<file path="src/design/periph_config.svh">
// Widths, counts and address map of the peripheral subsystem.
// Device field is address bits 15:12; NUM_TIMERS must be a power of two.
`ifndef PERIPH_CONFIG_SVH
`define PERIPH_CONFIG_SVH

// Register bus
`define REG_ADDR_W        16
`define REG_DATA_W        32
`define DEV_SEL_LSB       12
`define DEV_SEL_W         (`REG_ADDR_W - `DEV_SEL_LSB)
`define DEV_PLIC          4'd0
`define DEV_TIMER         4'd1
`define ERR_RDATA         32'hdeadbeef

// Interrupt sources and targets
`define NUM_SOURCES       8
`define NUM_EXT_SOURCES   5
`define NUM_TARGETS       2
`define PRIO_W            3
`define NUM_TIMERS        2

// Register offsets inside a device
`define PLIC_PENDING_OFS  12'h080
`define PLIC_ENABLE_OFS   12'h100
`define PLIC_THRESH_OFS   12'h200
`define PLIC_CLAIM_OFS    12'h280
`define TIMER_STRIDE_LSB  4

`endif

</file>
<file path="src/design/reg_bus_pkg.sv">
// Register bus types. Strobe protocol without back-pressure,
// every request is answered exactly one cycle later.
`include "periph_config.svh"

package reg_bus_pkg;

    // -------------------------------------------------------------------------
    // Request from the bus master
    // -------------------------------------------------------------------------
    typedef struct packed {
        logic                   valid;   // One-cycle strobe
        logic                   write;
        logic [`REG_ADDR_W-1:0] addr;
        logic [`REG_DATA_W-1:0] wdata;
    } reg_req_t;

    // -------------------------------------------------------------------------
    // Response from the answering device
    // -------------------------------------------------------------------------
    typedef struct packed {
        logic                   valid;   // One cycle after the request
        logic                   error;
        logic [`REG_DATA_W-1:0] rdata;   // Zero on writes
    } reg_rsp_t;

endpackage

</file>
<file path="src/design/irq_pkg.sv">
// Interrupt controller types. Source 0 is reserved and means no interrupt.
`include "periph_config.svh"

package irq_pkg;

    // Single source id and priority
    typedef logic [$clog2(`NUM_SOURCES)-1:0] src_id_t;
    typedef logic [`PRIO_W-1:0]              prio_t;

    // One bit per source
    typedef logic [`NUM_SOURCES-1:0]         src_vec_t;

    // Priority of every source
    typedef prio_t [`NUM_SOURCES-1:0]        prio_table_t;

    // Per target: source mask, threshold and claim id
    typedef src_vec_t [`NUM_TARGETS-1:0]     target_enable_t;
    typedef prio_t    [`NUM_TARGETS-1:0]     target_prio_t;
    typedef src_id_t  [`NUM_TARGETS-1:0]     target_id_t;

endpackage

</file>
<file path="src/design/reg_demux.sv">
// Routes each request to one device by the address device field.
// Unmapped device fields go to the error responder.
`timescale 1ns/1ps
`include "periph_config.svh"

module reg_demux
    import reg_bus_pkg::*;
(
    input  logic     clk_i,
    input  logic     reset_i,
    input  reg_req_t req_i,
    output reg_rsp_t rsp_o,
    output reg_req_t plic_req_o,
    output reg_req_t timer_req_o,
    output reg_req_t err_req_o,
    input  reg_rsp_t plic_rsp_i,
    input  reg_rsp_t timer_rsp_i,
    input  reg_rsp_t err_rsp_i
);

    localparam int dev_plic  = 0;
    localparam int dev_timer = 1;
    localparam int dev_err   = 2;

    logic [`DEV_SEL_W-1:0] dev_sel;
    logic [2:0]            hit;
    logic [2:0]            sel_q;

    assign dev_sel = req_i.addr[`DEV_SEL_LSB +: `DEV_SEL_W];

    // Exactly one device is hit for any address
    always_comb begin
        hit = '0;
        if (dev_sel == `DEV_PLIC) begin
            hit[dev_plic] = 1'b1;
        end else if (dev_sel == `DEV_TIMER) begin
            hit[dev_timer] = 1'b1;
        end else begin
            hit[dev_err] = 1'b1;
        end
    end

    always_comb begin
        plic_req_o        = req_i;
        plic_req_o.valid  = req_i.valid & hit[dev_plic];
        timer_req_o       = req_i;
        timer_req_o.valid = req_i.valid & hit[dev_timer];
        err_req_o         = req_i;
        err_req_o.valid   = req_i.valid & hit[dev_err];
    end

    // Remember which device owes the response in the next cycle
    always_ff @(posedge clk_i) begin
        if (reset_i) begin
            sel_q <= '0;
        end else begin
            sel_q <= hit & {3{req_i.valid}};
        end
    end

    always_comb begin
        rsp_o = '0;
        if (plic_rsp_i.valid && sel_q[dev_plic]) begin
            rsp_o = plic_rsp_i;
        end else if (timer_rsp_i.valid && sel_q[dev_timer]) begin
            rsp_o = timer_rsp_i;
        end else if (err_rsp_i.valid && sel_q[dev_err]) begin
            rsp_o = err_rsp_i;
        end
    end

endmodule

</file>
<file path="src/design/err_responder.sv">
// Answers every access with an error. Reads return ERR_RDATA.
`timescale 1ns/1ps
`include "periph_config.svh"

module err_responder
    import reg_bus_pkg::*;
(
    input  logic     clk_i,
    input  logic     reset_i,
    input  reg_req_t req_i,
    output reg_rsp_t rsp_o
);

    logic                   valid_q;
    logic [`REG_DATA_W-1:0] rdata_q;

    always_ff @(posedge clk_i) begin
        if (reset_i) begin
            valid_q <= 1'b0;
        end else begin
            valid_q <= req_i.valid;
        end
    end

    always_ff @(posedge clk_i) begin
        if (req_i.valid) begin
            rdata_q <= req_i.write ? '0 : `ERR_RDATA;
        end
    end

    assign rsp_o = '{valid: valid_q, error: 1'b1, rdata: rdata_q};

endmodule

</file>
<file path="src/design/periph_timer.sv">
// Free-running compare timers, one register block of 0x10 bytes per timer.
// Interrupt level is registered and stays high while count >= compare.
`timescale 1ns/1ps
`include "periph_config.svh"

module periph_timer
    import reg_bus_pkg::*;
(
    input  logic                   clk_i,
    input  logic                   reset_i,
    input  reg_req_t               req_i,
    output reg_rsp_t               rsp_o,
    output logic [`NUM_TIMERS-1:0] irq_o
);

    localparam int data_w = `REG_DATA_W;
    localparam int idx_w  = $clog2(`NUM_TIMERS);
    localparam int idx_lsb = `TIMER_STRIDE_LSB;

    typedef struct packed {
        logic              enable;
        logic [data_w-1:0] compare;
        logic [data_w-1:0] count;
    } timer_t;

    timer_t [`NUM_TIMERS-1:0] tmr_q;
    logic   [`NUM_TIMERS-1:0] irq_q;
    logic [`DEV_SEL_LSB-1:0]  offset;
    logic [idx_w-1:0]         idx;
    logic                     sel_cnt, sel_ctrl, sel_cmp;
    logic                     wr_en;
    logic [data_w-1:0]        rd_data;
    logic                     valid_q;
    logic                     error_q;
    logic [data_w-1:0]        rdata_q;

    assign offset = req_i.addr[`DEV_SEL_LSB-1:0];
    assign idx    = offset[idx_lsb +: idx_w];
    assign wr_en  = req_i.valid & req_i.write;

    // Counter 0x0, control 0x4, compare 0x8 inside each block
    always_comb begin
        sel_cnt  = 1'b0;
        sel_ctrl = 1'b0;
        sel_cmp  = 1'b0;
        if (offset[`DEV_SEL_LSB-1:idx_lsb+idx_w] == '0) begin
            case (offset[idx_lsb-1:0])
                4'h0:    sel_cnt  = 1'b1;
                4'h4:    sel_ctrl = 1'b1;
                4'h8:    sel_cmp  = 1'b1;
                default: ;
            endcase
        end
        rd_data = '0;
        if (sel_cnt)  rd_data = tmr_q[idx].count;
        if (sel_ctrl) rd_data[0] = tmr_q[idx].enable;
        if (sel_cmp)  rd_data = tmr_q[idx].compare;
    end

    always_ff @(posedge clk_i) begin
        if (reset_i) begin
            for (int t = 0; t < `NUM_TIMERS; t++) begin
                tmr_q[t].enable  <= 1'b0;
                tmr_q[t].count   <= '0;
                tmr_q[t].compare <= '1;
            end
            irq_q   <= '0;
            valid_q <= 1'b0;
        end else begin
            for (int t = 0; t < `NUM_TIMERS; t++) begin
                if (tmr_q[t].enable) tmr_q[t].count <= tmr_q[t].count + 1'b1;
                irq_q[t] <= tmr_q[t].enable && (tmr_q[t].count >= tmr_q[t].compare);
            end
            // A bus write overrides the increment of the same cycle
            if (wr_en && sel_cnt)  tmr_q[idx].count   <= req_i.wdata;
            if (wr_en && sel_ctrl) tmr_q[idx].enable  <= req_i.wdata[0];
            if (wr_en && sel_cmp)  tmr_q[idx].compare <= req_i.wdata;
            valid_q <= req_i.valid;
        end
    end

    always_ff @(posedge clk_i) begin
        if (req_i.valid) begin
            error_q <= !(sel_cnt | sel_ctrl | sel_cmp);
            rdata_q <= req_i.write ? '0 : rd_data;
        end
    end

    assign rsp_o = '{valid: valid_q, error: error_q, rdata: rdata_q};
    assign irq_o = irq_q;

endmodule

</file>
<file path="src/design/plic_regs.sv">
// Interrupt controller register file. Pending and claim are read-only,
// a claim read reports the current best source and has no side effect.
`timescale 1ns/1ps
`include "periph_config.svh"

module plic_regs
    import reg_bus_pkg::*;
    import irq_pkg::*;
(
    input  logic           clk_i,
    input  logic           reset_i,
    input  reg_req_t       req_i,
    output reg_rsp_t       rsp_o,
    input  src_vec_t       sources_i,
    input  target_id_t     claim_id_i,
    output prio_table_t    prio_o,
    output target_enable_t enable_o,
    output target_prio_t   threshold_o
);

    prio_table_t              prio_q;
    target_enable_t           en_q;
    target_prio_t             thr_q;
    logic [`DEV_SEL_LSB-1:0]  offset;
    logic [`NUM_SOURCES-1:0]  prio_sel;
    logic [`NUM_TARGETS-1:0]  en_sel, thr_sel;
    logic                     legal, read_only, wr_en;
    logic [`REG_DATA_W-1:0]   rd_data;
    logic                     valid_q;
    logic                     error_q;
    logic [`REG_DATA_W-1:0]   rdata_q;

    assign offset = req_i.addr[`DEV_SEL_LSB-1:0];
    assign wr_en  = req_i.valid & req_i.write;

    // ------------------------------------------------------------------------
    // Address decode and read mux
    // ------------------------------------------------------------------------
    always_comb begin
        prio_sel  = '0;
        en_sel    = '0;
        thr_sel   = '0;
        legal     = 1'b0;
        read_only = 1'b0;
        rd_data   = '0;
        for (int s = 0; s < `NUM_SOURCES; s++) begin
            if (offset == 4 * s) begin
                prio_sel[s]              = 1'b1;
                legal                    = 1'b1;
                rd_data[`PRIO_W-1:0]     = prio_q[s];
            end
        end
        if (offset == `PLIC_PENDING_OFS) begin
            legal                        = 1'b1;
            read_only                    = 1'b1;
            rd_data[`NUM_SOURCES-1:0]    = sources_i;
        end
        for (int t = 0; t < `NUM_TARGETS; t++) begin
            if (offset == `PLIC_ENABLE_OFS + 4 * t) begin
                en_sel[t]                 = 1'b1;
                legal                     = 1'b1;
                rd_data[`NUM_SOURCES-1:0] = en_q[t];
            end
            if (offset == `PLIC_THRESH_OFS + 4 * t) begin
                thr_sel[t]                = 1'b1;
                legal                     = 1'b1;
                rd_data[`PRIO_W-1:0]      = thr_q[t];
            end
            if (offset == `PLIC_CLAIM_OFS + 4 * t) begin
                legal                     = 1'b1;
                read_only                 = 1'b1;
                rd_data[$bits(src_id_t)-1:0] = claim_id_i[t];
            end
        end
    end

    always_ff @(posedge clk_i) begin
        if (reset_i) begin
            prio_q  <= '0;
            en_q    <= '0;
            thr_q   <= '0;
            valid_q <= 1'b0;
        end else begin
            // Source 0 keeps priority 0, its writes are dropped
            for (int s = 0; s < `NUM_SOURCES; s++) begin
                if (wr_en && prio_sel[s] && s != 0) prio_q[s] <= req_i.wdata[`PRIO_W-1:0];
            end
            for (int t = 0; t < `NUM_TARGETS; t++) begin
                if (wr_en && en_sel[t])  en_q[t]  <= req_i.wdata[`NUM_SOURCES-1:0];
                if (wr_en && thr_sel[t]) thr_q[t] <= req_i.wdata[`PRIO_W-1:0];
            end
            valid_q <= req_i.valid;
        end
    end

    always_ff @(posedge clk_i) begin
        if (req_i.valid) begin
            error_q <= !legal || (req_i.write && read_only);
            rdata_q <= req_i.write ? '0 : rd_data;
        end
    end

    assign rsp_o       = '{valid: valid_q, error: error_q, rdata: rdata_q};
    assign prio_o      = prio_q;
    assign enable_o    = en_q;
    assign threshold_o = thr_q;

endmodule

</file>
<file path="src/design/plic_target.sv">
// Picks the best pending source for one target. Ties go to the lowest id,
// a source must be strictly above the threshold to qualify.
`timescale 1ns/1ps
`include "periph_config.svh"

module plic_target
    import irq_pkg::*;
(
    input  logic        clk_i,
    input  logic        reset_i,
    input  src_vec_t    sources_i,
    input  prio_table_t prio_i,
    input  src_vec_t    enable_i,
    input  prio_t       threshold_i,
    output src_id_t     claim_id_o,
    output logic        eip_o
);

    src_id_t best_id;
    prio_t   best_prio;
    logic    eip_q;

    // ------------------------------------------------------------------------
    // Priority search
    // ------------------------------------------------------------------------
    // Starting from the threshold makes the strict compare do both jobs.
    // Ascending scan keeps the first source of equal priority.
    always_comb begin
        best_id   = '0;
        best_prio = threshold_i;
        for (int s = 1; s < `NUM_SOURCES; s++) begin
            if (sources_i[s] && enable_i[s] && (prio_i[s] > best_prio)) begin
                best_id   = src_id_t'(s);
                best_prio = prio_i[s];
            end
        end
    end

    // Interrupt line follows one cycle after the sources
    always_ff @(posedge clk_i) begin
        if (reset_i) begin
            eip_q <= 1'b0;
        end else begin
            eip_q <= (best_id != '0);
        end
    end

    assign claim_id_o = best_id;
    assign eip_o      = eip_q;

endmodule

</file>
<file path="src/design/periph_subsystem.sv">
// Peripheral subsystem: interrupt controller, two timers and error responder
// behind one register bus. External sources are level-triggered, ids 3 to 7.
`timescale 1ns/1ps
`include "periph_config.svh"

module periph_subsystem
    import reg_bus_pkg::*;
    import irq_pkg::*;
(
    input  logic                        clk_i,
    input  logic                        reset_i,
    input  reg_req_t                    req_i,
    output reg_rsp_t                    rsp_o,
    input  logic [`NUM_EXT_SOURCES-1:0] irq_sources_i,
    output logic [`NUM_TARGETS-1:0]     irq_o
);

    reg_req_t               plic_req, timer_req, err_req;
    reg_rsp_t               plic_rsp, timer_rsp, err_rsp;
    logic [`NUM_TIMERS-1:0] timer_irq;
    src_vec_t               sources;
    prio_table_t            prio;
    target_enable_t         enable;
    target_prio_t           threshold;
    target_id_t             claim_id;

    // Id 0 is never pending, timers sit at ids 1 and 2
    assign sources = {irq_sources_i, timer_irq, 1'b0};

    reg_demux i_reg_demux (
        .clk_i       ( clk_i     ),
        .reset_i     ( reset_i   ),
        .req_i       ( req_i     ),
        .rsp_o       ( rsp_o     ),
        .plic_req_o  ( plic_req  ),
        .timer_req_o ( timer_req ),
        .err_req_o   ( err_req   ),
        .plic_rsp_i  ( plic_rsp  ),
        .timer_rsp_i ( timer_rsp ),
        .err_rsp_i   ( err_rsp   )
    );

    plic_regs i_plic_regs (
        .clk_i       ( clk_i     ),
        .reset_i     ( reset_i   ),
        .req_i       ( plic_req  ),
        .rsp_o       ( plic_rsp  ),
        .sources_i   ( sources   ),
        .claim_id_i  ( claim_id  ),
        .prio_o      ( prio      ),
        .enable_o    ( enable    ),
        .threshold_o ( threshold )
    );

    periph_timer i_periph_timer (
        .clk_i   ( clk_i     ),
        .reset_i ( reset_i   ),
        .req_i   ( timer_req ),
        .rsp_o   ( timer_rsp ),
        .irq_o   ( timer_irq )
    );

    err_responder i_err_responder (
        .clk_i   ( clk_i   ),
        .reset_i ( reset_i ),
        .req_i   ( err_req ),
        .rsp_o   ( err_rsp )
    );

    for (genvar t = 0; t < `NUM_TARGETS; t++) begin : gen_target
        plic_target i_plic_target (
            .clk_i       ( clk_i        ),
            .reset_i     ( reset_i      ),
            .sources_i   ( sources      ),
            .prio_i      ( prio         ),
            .enable_i    ( enable[t]    ),
            .threshold_i ( threshold[t] ),
            .claim_id_o  ( claim_id[t]  ),
            .eip_o       ( irq_o[t]     )
        );
    end

endmodule

</file>
<file path="config.mk">
export PLATFORM = sky130hd
export DESIGN_NAME = periph_subsystem
export DESIGN_NICKNAME = d
export VERILOG_FILES = /design/src/design/reg_bus_pkg.sv /design/src/design/irq_pkg.sv /design/src/design/reg_demux.sv /design/src/design/err_responder.sv /design/src/design/periph_timer.sv /design/src/design/plic_regs.sv /design/src/design/plic_target.sv /design/src/design/periph_subsystem.sv
export VERILOG_INCLUDE_DIRS = /design/src /design/src/design
export SDC_FILE = /design/constraint.sdc
export NUM_CORES = 1
export LEC_CHECK = 0
export BUFFER_PORTS_ARGS = -buffer_cell sky130_fd_sc_hd__buf_2
export CAP_MARGIN = 10
export CORE_MARGIN = 2
export CORE_UTILIZATION = 60
export CTS_BUF_LIST = sky130_fd_sc_hd__clkbuf_8
export DETAILED_ROUTE_END_ITERATION = 7
export HOLD_SLACK_MARGIN = 0.05
export PLACE_DENSITY = 0.79
export SLEW_MARGIN = 20
export SYNTH_ARGS = -nofsm -noshare
export SYNTH_HDL_FRONTEND = slang
export SYNTH_SLANG_ARGS = --single-unit
</file>
<file path="constraint.sdc">
create_clock -name clk_i -period 24.5 [get_ports clk_i]
set_clock_uncertainty 0.2 [all_clocks]
set_input_delay 4.9 -clock clk_i [delete_from_list [all_inputs] [get_ports clk_i]]
set_output_delay 4.9 -clock clk_i [all_outputs]
set_load 0.03 [all_outputs]
</file>
* Yosys cells after proc, flatten, opt, wreduce, memory -nomap -nowiden
Index checks and enable logic that the tools add are counted.
** Word-level totals
- Register bits :: 281
- Logic and storage cells :: 239
- Output and inout port bits :: 36
** Cells by class
- Equal/unequal tests :: 17
- Multiplexer cells :: 106
- Reductions and logical operators :: 58
- Bitwise operators :: 8
- Magnitude comparators :: 18
- Add/sub/neg operators :: 2
** Operators by type and width (number)
- $mux 130 :: 5
- $bwmux 130 :: 3
- $mux 32 :: 8
- $demux 65 s1 :: 3
- $mux 65 :: 3
- $mux 34 :: 3
- $mux 3 :: 31
- $add 32x1->32 const B :: 2
- $ge 32x32->1 :: 2
- $mux 64 :: 1
- $logic_and 1x1->1 :: 49
- $eq 12x10->1 const B :: 4
- $eq 12x5->1 const B :: 4
- $gt 3x3->1 :: 14
- $mux 1 :: 41
- $eq 12x4->1 const B :: 2
- $eq 12x9->1 const B :: 2
- $mux 8 :: 3
- $eq 12x3->1 const B :: 1
- $eq 12x8->1 const B :: 1
- $logic_not 12->1 :: 1
- $mux 2 :: 5
- $logic_not 4->1 :: 2
- $logic_not 7->1 :: 1
- other kinds (11) :: 18

* Depth between registers and ports, before layout
Gate-level depths: netlist of the first run.
- Depth in word-level cells :: 25
- Depth in mapped cells :: 46
- Mapped depth without buffers :: 46

* By module
A second synthesis of the first run with hierarchy kept.
** Unflattened totals
- Cells, all modules :: 2028
- Area total of the unflattened synthesis :: 17058.9 µm²
** Modules (own cells, without submodules)
- periph_timer :: cells an instance 1068, instances 1, area each 9874.5 µm²
- plic_regs :: cells an instance 356, instances 1, area each 2931.6 µm²
- reg_demux :: cells an instance 314, instances 1, area each 2014.4 µm²
- plic_target at gen_target[0].i_plic_target :: cells an instance 127, instances 1, area each 982.2 µm²
- plic_target at gen_target[1].i_plic_target :: cells an instance 123, instances 1, area each 929.6 µm²
- err_responder :: cells an instance 39, instances 1, area each 322.8 µm²
- periph_subsystem :: cells an instance 1, instances 1, area each 3.8 µm²

* Worst setup path after synthesis of the first run
OpenSTA, ideal clock, no wires.
- Kind :: input -> register
- Start :: input irq_sources_i[0]
- End :: register i_plic_regs.rdata_q[1] (data pin)
- Path buffers :: 0
- Stages on the path :: 30
- Data arrival time :: 10.626 ns
- Setup time :: 0.259 ns
- Slack :: 13.415 ns
- Data required time :: 24.041 ns
- Path through :: nand2_1 -> or3_1 -> nor3_1 -> or3_1 -> a21oi_1 -> mux2_2 -> ha_1 -> nor2_1 -> o2111ai_1 -> a31o_2 -> mux2_4 -> ha_1 -> nor3_1 -> maj3_1 -> a32o_2 -> mux2_4 -> ha_1 -> nor2b_1 -> o21ai_0 -> nand2b_1 -> nand4_1 -> nor2_1 -> a21o_1 -> ha_1 -> a21o_1 -> a21oi_1 -> a311oi_1 -> nor3_1 -> inv_1 -> o31a_1
** On the way
- Cells in the longest elaborated chain, start to end :: 19
- Elaborated cells between the ends (all ways) :: 42
- Classes of those cells :: 8 x order compare; 22 x mux; 12 x reduce/logical
** Ends and longest elaborated chain
- start: declaration :: line periph_subsystem.sv:14 : input logic [`NUM_EXT_SOURCES-1:0] irq_sources_i,
- $logic_and 1x1->1 (2 in series) :: line plic_target.sv:32 : if (sources_i[s] && enable_i[s] && (prio_i[s] > best_prio)) begin
- $mux 3 :: line plic_target.sv:32
- $gt 3x3->1 :: line plic_target.sv:32
- $logic_and 1x1->1 :: line plic_target.sv:32
- $mux 3 :: line plic_target.sv:32
- $gt 3x3->1 :: line plic_target.sv:32
- $logic_and 1x1->1 :: line plic_target.sv:32
- $mux 3 :: line plic_target.sv:32
- [2 not listed]
- $mux 3 :: line plic_target.sv:32
- $gt 3x3->1 :: line plic_target.sv:32
- $logic_and 1x1->1 :: line plic_target.sv:32
- $mux 3 :: line plic_target.sv:32
- $mux 3 :: line plic_regs.sv:69 : if (offset == `PLIC_CLAIM_OFS + 4 * t) begin
- $mux 8 :: line plic_regs.sv:59 : if (offset == `PLIC_ENABLE_OFS + 4 * t) begin
- $mux 3 :: line plic_regs.sv:64 : if (offset == `PLIC_THRESH_OFS + 4 * t) begin
- $mux 3 * :: line plic_regs.sv:69
- end signal: assignment :: line plic_regs.sv:99 : rdata_q <= req_i.write ? '0 : rd_data;
- end: declaration :: line plic_regs.sv:31 : logic [`REG_DATA_W-1:0] rdata_q;
Every way passes the cells marked *; elsewhere a longest branch is shown, timed or not.
A chain may end at the register's enable or synchronous reset.

* Final worst setup path of the first run
Same ends and word-level chain as after synthesis.

==> key figures, run 1 <==
Status
  • Outcome: finished with violations
  • Failing checks: design-rule violations

Cells and area
  • Non-filler instance count after layout: between 1500 and 2000
  • Layout Nets: 1786
  • Share of cells above drive strength 1: 0.140
  • Post-layout utilization of the core: 0.668
  • Signed area change from the synthesized netlist to the final layout: 9.70%
  • Finished Cell Area: roughly 15000 um^2

Logic synthesis
  • Net count after synthesis: 1729
  • Cell with the most instances after synthesis: nor2_1
  • #FFs+latches synth: 223
  • Total number of yosys warnings: 0
  • Cells after synthesis: 1572
  • Most common library cells after synthesis: nor2_1 (229), dfxtp_1 (180), inv_1 (107)
  • Number of flops mapped to enable cells by yosys: between 40 and 50
  • Share of synthesized area occupied by flip-flops and latches: 0.356
  • Proportion of synthesized flip-flops having asynchronous set or reset: 0
  • Post-synth design cell area: between 10000 and 15000 um^2
  • Synthesized area per cell: roughly 8.7 um^2
  • Synth unique cells: 81
  • Main area contributors after synthesis: dfxtp_1 (26%), edfxtp_1 (9.4%), ha_1 (9.1%)
  • Dominant register cell in the synthesized netlist: dfxtp_1
  • Cell accounting for the most synthesized area: dfxtp_1
  • Post-synth top area share: 0.262

Critical path
  • Arrival @ worst endpoint: about 12 ns
  • Slowest CP cell: a311oi_1
  • Setup Crit Path Kind: in -> reg
  • Slack of the worst reg-to-reg path: about 14 ns
  • Required time of the critical path: around 25 ns
  • Largest driver fanout on the critical path: 7
  • Slowest Stage Delay on Critical Path: 0.75 ns
  • Type of origin of the critical path: input port
  • Reg-to-Reg Start: i_plic_regs.prio_o[5]
  • Crit path capture type: flip-flop
  • Path depth of the worst reg2reg path: 44
  • Worst path buffer plus inverter count: 5
  • Capturing point of the worst reg2reg path: i_plic_regs.rdata_q[1]
  • Dominant delay contributor by cell family on the critical path: compound AO/OA/AOI/OAI gates

Route
  • Residual DRC count: 1
  • Detailed Route WL: ~40 mm
  • Via total after detailed routing: between 10000 and 15000
  • Post-detailed-route count of antenna-violating nets: 0
  • Via count normalized by instance count: ~6.4
  • First-pass iteration count of the detailed router: 8
  • Drt first-iter violations: around 1400
  • DR WL/cell: just over 20 um

Worst hold path
  • Cell count of the worst hold path: 2
  • Destination of the worst hold path: i_plic_regs.enable_o[8]
  • Hold WC Path Type: reg -> reg
  • Start point of the worst min-delay path: i_plic_regs.enable_o[8]

Timing
  • Minimum setup slack in the final design: roughly 13 ns
  • Pins Over Slew Limit: 0
  • Setup violators final: 0
  • Post-route fraction of the period consumed by the critical path: 0.471
  • Max frequency: 86.7 MHz
  • Hold Vio Cnt, Final: 0
  • Sum of negative setup slack: 0 ns
  • Rel. slew slack: 0.318
  • Period minus WS final: about 12 ns
  • RSZ-0062 raised after global routing: false
  • Transition at the pin with the smallest max-transition slack: 1.02 ns

CTS
  • Insertion delay to the later sink of the worst-skew pair: roughly 0.55 ns
  • Gates resized, CTS repair: 0
  • CTS tree: yes
  • Clock transition at the registers of the reported paths: 0.07 ns
  • Clock buffers created by TritonCTS: 38
  • TritonCTS sink count: 223
  • Clk root buf: clkbuf_8
  • Buffers from clock root to sink, at most: 3
  • Buffers inserted by post-CTS timing repair: 0
  • Number of H-tree levels: 2
  • Post-CTS Hold Fix Bufs: 0

Global route
  • Antenna violations before repair: 2
  • Pin count of the biggest net entering global routing: 92
  • Overflow after GRT: 0
  • Global-route wire length before repair: 62.9 mm
  • Overall fraction of global-route tracks in use: 0.327
  • Vias in the first global route: 11865

Flow run
  • Total of max-cap violations: 0

Floorplan
  • Y dimension of the die: 155 um
  • Placeable Area: about 23000 um^2
  • Cell row count: between 50 and 60
  • Number of I/O pins: 93
  • Starting density of the core: 0.608
  • Die W: between 150 and 200 um
  • Die outline area: between 20000 and 25000 um^2

Place
  • Place WS: around 13 ns
  • Routability Congestion: roughly 0.94
  • Placement-stage cell area: around 14000 um^2
  • Sum of net half-perimeters after detailed placement: between 20 and 30 mm
  • Instance count after placement with tap cells included: roughly 1900
  • Count of buffers inserted at the top-level ports: between 90 and 100

Power
  • Max VDD drop: ~0.000054 V
  • Reported leakage power: ~6.6 nW
  • Power Dens Cells: a little under 50 nW/um^2
[registers in the layout (all words and copies together) (netlist names), 2 cells and up]
signal / cells
i_plic_regs.rdata_q: 8
i_periph_timer.tmr_q: 130
i_periph_timer.irq_o: 2
i_plic_regs.enable_o: 16
i_plic_regs.prio_o: 21
i_periph_timer.rdata_q: 32
i_reg_demux.sel_q: 2
i_plic_regs.threshold_o: 6
gen_target.i_plic_target.eip_o: 2
[cell type report]
type                    instances  area (um^2)
well taps                     285          357
fillers                      1907         7500
multi-input cells            1150         8090
diodes                          2         5.00
repair buffers                109          594
flip-flops and latches        223         4890
inverters                     107          402
clock buffers                  46          633
clock inverters                22         91.3
[cells in the final DEF, fill, tap and decap left out, types with 38 or more instances in the layout]
cell      instances
dfxtp_1         180
clkbuf_8         46
a21oi_1          56
edfxtp_1         43
nor2_1          229
a211o_1          66
buf_2            91
nand3_1          59
a211oi_1         67
mux2_2           38
inv_1           124
ha_1            100
a21o_1           50
xor2_1           38
nand2_1          90
[logic make-up (layout without fill, tap and decap cells)]
group | Yosys count | count (layout) | share of synthesized area
and+or+nand+nor | 534 | 534 | 0.185
AOI/OAI and AO/OA | 385 | 385 | 0.216
DFF | 223 | 223 | 0.356
buffers and inverters | 199 | 284 | 0.0566
adders and majority gates | 102 | 102 | 0.0926
muxes | 71 | 71 | 0.0567
xor gates and xnor gates | 58 | 58 | 0.0370
other | 0 | 2 | 0
[per-stage QoR]
step,total power [W],hold WS (ns)
after global routing,0.000750,0.284
final,0.000732,0.259
after detailed placement,0.000416,0.251
after CTS,0.000734,0.258
after floorplan,0.000399,0.232
after global placement,0.000415,0.242
[metal layers]
metal | vias up | wire (um) | track usage
li1 | 5889 | - | -
met1 | 5841 | 16800 | 0.436
met2 | 590 | 18100 | 0.536
met3 | 97 | 3720 | 0.0568
met4 | 2 | 1210 | 0.120
met5 | - | 11 | 0
[report_power, final]
part	total [W]	leakage (nW)	switching, W	internal [W]
clock network	0.000323	0.439	0.000154	0.000170
registers	0.000374	1.90	0.000000330	0.000373
logic	0.0000345	4.29	0.0000257	0.00000884
total	0.000732	6.63	0.000180	0.000552
[how the worst max path moves through the flow]
| stage | cells after the start | from | slack, ns | endpoint |
|---|---|---|---|---|
| 3_5_place_dp | 31 | irq_sources_i[0] | 12.57 | i_plic_regs.rdata_q[1] |
| 6_report | 31 | irq_sources_i[0] | 12.97 | i_plic_regs.rdata_q[1] |
| 4_1_cts | 31 | irq_sources_i[0] | 13.10 | i_plic_regs.rdata_q[1] |
| 3_3_place_gp | 31 | irq_sources_i[0] | 12.79 | i_plic_regs.rdata_q[1] |
| 5_1_grt | 31 | irq_sources_i[0] | 12.54 | i_plic_regs.rdata_q[1] |
| 2_1_floorplan | 30 | irq_sources_i[0] | 13.42 | i_plic_regs.rdata_q[1] |
[tightest hold or removal path, cell delays in order, from the launching register on]
cell	delay [ns]
dfxtp_1	0.31
nand2_1	0.05
a21oi_1	0.05
Power figures use the tool's default switching activity.
==> run 2: changes to the inputs <==
==> constraint.sdc (replaced) <==
create_clock -name clk_i -period 12.05 [get_ports clk_i]
set_clock_uncertainty 0.2 [all_clocks]
set_input_delay 2.41 -clock clk_i [delete_from_list [all_inputs] [get_ports clk_i]]
set_output_delay 2.41 -clock clk_i [all_outputs]
set_load 0.03 [all_outputs]
==> key figures, run 2 (synthesis gave the netlist of run 1 again) <==
Worst hold path
  • Hold WC Path Type: reg -> reg (unchanged)

Timing
  • Max frequency: 99.8 MHz
  • Sum of negative setup slack: 0 ns (unchanged)
  • Post-route fraction of the period consumed by the critical path: 0.831
  • RSZ-0062 raised after global routing: false (unchanged)
  • Setup violators final: 0 (unchanged)
  • Period minus WS final: about 10 ns
  • Minimum setup slack in the final design: 2.03 ns (was 12.97 ns)
  • Hold Vio Cnt, Final: 0 (unchanged)
  • Pins Over Slew Limit: 0 (unchanged)
  • Transition at the pin with the smallest max-transition slack: 1.05 ns (was 1.02 ns)
  • Rel. slew slack: 0.292 (was 0.318)

Global route
  • Antenna violations before repair: 1 (was 2)
  • Global-route wire length before repair: 63.7 mm (was 62.9 mm)
  • Vias in the first global route: 11886 (was 11865)
  • Overall fraction of global-route tracks in use: 0.332 (was 0.327)
  • Overflow after GRT: 0 (unchanged)
  • Pin count of the biggest net entering global routing: 102 (was 92)

Floorplan
  • Starting density of the core: 0.608 (unchanged)
  • Die outline area: 24100 um^2 (unchanged)
  • Cell row count: 55 (unchanged)
  • Y dimension of the die: 155 um (unchanged)
  • Number of I/O pins: 93 (unchanged)
  • Die W: 155 um (unchanged)
  • Placeable Area: 22600 um^2 (unchanged)

Route
  • Drt first-iter violations: 1260 (was 1354)
  • Post-detailed-route count of antenna-violating nets: 0 (unchanged)
  • Residual DRC count: 8 (was 1)
  • First-pass iteration count of the detailed router: 8 (unchanged)
  • Via total after detailed routing: 12441 (was 12419)
  • Detailed Route WL: 39.8 mm (about the same)
  • Via count normalized by instance count: 6.39 (about the same)
  • DR WL/cell: 20.4 um (was 20.5 um)

Status
  • Outcome: finished with violations (unchanged)
  • Failing checks: design-rule violations (unchanged)

Place
  • Count of buffers inserted at the top-level ports: 92 (unchanged)
  • Sum of net half-perimeters after detailed placement: 27.3 mm (was 27.5 mm)
  • Routability Congestion: 0.936 (was 0.942)
  • Place WS: 2.09 ns (was 12.57 ns)

CTS
  • Clock transition at the registers of the reported paths: 0.07 ns (about the same)
  • Gates resized, CTS repair: 0 (unchanged)
  • CTS tree: yes (unchanged)
  • Buffers from clock root to sink, at most: 3 (unchanged)
  • Buffers inserted by post-CTS timing repair: 0 (unchanged)
  • Clk root buf: clkbuf_8 (unchanged)
  • Insertion delay to the later sink of the worst-skew pair: 0.55 ns (about the same)
  • Number of H-tree levels: 2 (unchanged)
  • Clock buffers created by TritonCTS: 40 (was 38)
  • TritonCTS sink count: 223 (unchanged)
  • Post-CTS Hold Fix Bufs: 0 (unchanged)

Cells and area
  • Layout Nets: 1788 (was 1786)
  • Largest reg by FF count: i_periph_timer.tmr_q (unchanged)
  • Most common library cell in the layout ignoring fill and taps: nor2_1 (unchanged)
  • Signed area change from the synthesized netlist to the final layout: 9.96% (was 9.70%)
  • Antenna diode count: 0 (was 2)
  • Area of combinational cells with multiple inputs: 8090 um^2 (about the same)
  • Fill cell instance count of the final layout: 1918 (was 1907)
  • Post-layout utilization of the core: 0.669 (was 0.668)
  • Area taken by flip-flops and latches: 4890 um^2 (unchanged)
  • Leading cell types in the layout, fill and taps excluded: nor2_1 (228), dfxtp_1 (180), inv_1 (128) (was nor2_1 (229), dfxtp_1 (180), inv_1 (124))
  • Share of cells above drive strength 1: 0.140 (about the same)
  • Number of flip-flops under the largest register name: 130 (unchanged)

Power
  • PnR Total Power: 0.00152 W (was 0.000732 W)
  • Power Dens Cells: 100 nW/um^2 (was 48.6 nW/um^2)
  • Reported leakage power: 6.66 nW (was 6.63 nW)
  • Max VDD drop: 0.0000756 V (was 0.0000538 V)

Critical path
  • Largest driver fanout on the critical path: 10 (was 7)
  • Slowest CP cell: a311oi_1 (unchanged)
  • Type of origin of the critical path: flip-flop (was input port)
  • Setup Crit Path Kind: reg -> reg (was in -> reg)
  • Dominant delay contributor by cell family on the critical path: compound AO/OA/AOI/OAI gates (unchanged)
  • Slowest Stage Delay on Critical Path: 0.63 ns (was 0.75 ns)
  • Crit path capture type: flip-flop (unchanged)
  • Worst path buffer plus inverter count: 6 (was 5)
  • Required time of the critical path: 12.14 ns (was 24.59 ns)
  • Crit path top cell by count: ha_1
  • Arrival @ worst endpoint: 10.11 ns (was 11.62 ns)

Flow run
  • Total of max-cap violations: 0 (unchanged)
-- run 2: final timing paths --
| path | startpoint | endpoint | slack, ns | cells past startpoint |
|---|---|---|---|---|
| setup / recovery | i_plic_regs.prio_o[5] | i_plic_regs.rdata_q[1] | 2.03 | 44 |
| hold / removal | i_plic_regs.enable_o[8] | i_plic_regs.enable_o[8] | 0.27 | 2 |
| setup reg to reg | i_plic_regs.prio_o[5] | i_plic_regs.rdata_q[1] | 2.03 | 44 |
| hold reg to reg | i_plic_regs.enable_o[8] | i_plic_regs.enable_o[8] | 0.27 | 2 |
-- run 2: layout make-up --
cell class,count,area share
clock inverter,28,0.00944
clock buffer,45,0.0410
inverter,107,0.0266
timing repair buffer,109,0.0394
sequential,223,0.324
multi-input combinational,1150,0.536
tap,285,0.0236
-- run 2: per-layer routing --
metal | GRT usage | part of all wire | wire length, um
met5 | 0 | 0.00035 | 14
met3 | 0.0646 | 0.092 | 3650
met4 | 0.125 | 0.038 | 1490
met2 | 0.518 | 0.44 | 17600
met1 | 0.457 | 0.43 | 17100
-- run 2: report_power, final --
part	leakage, nW	total [W]	internal (W)	switching [W]
sequential	1.90	0.000760	0.000759	0.000000659
combinational	4.29	0.0000706	0.0000180	0.0000525
clock	0.470	0.000686	0.000364	0.000322
-- run 2: worst reg2reg max path: cells and delay by family (launching register included) --
kind | cells | cell delay [ns]
AOI/OAI and AO/OA | 20 | 4.26
and+or+nand+nor | 5 | 0.58
buffers and inverters | 6 | 0.44
muxes | 6 | 2.14
DFF | 1 | 0.52
adders and majority gates | 7 | 1.63
-- run 2: stage by stage --
stage	hold slack, ns	area (um^2)	std cells
after CTS	0.262	15100	1947
after floorplan	0.232	13700	1572
final	0.266	15100	1947
after global placement	0.245	14300	1874
after detailed placement	0.255	14300	1874
after global routing	0.285	15100	1947
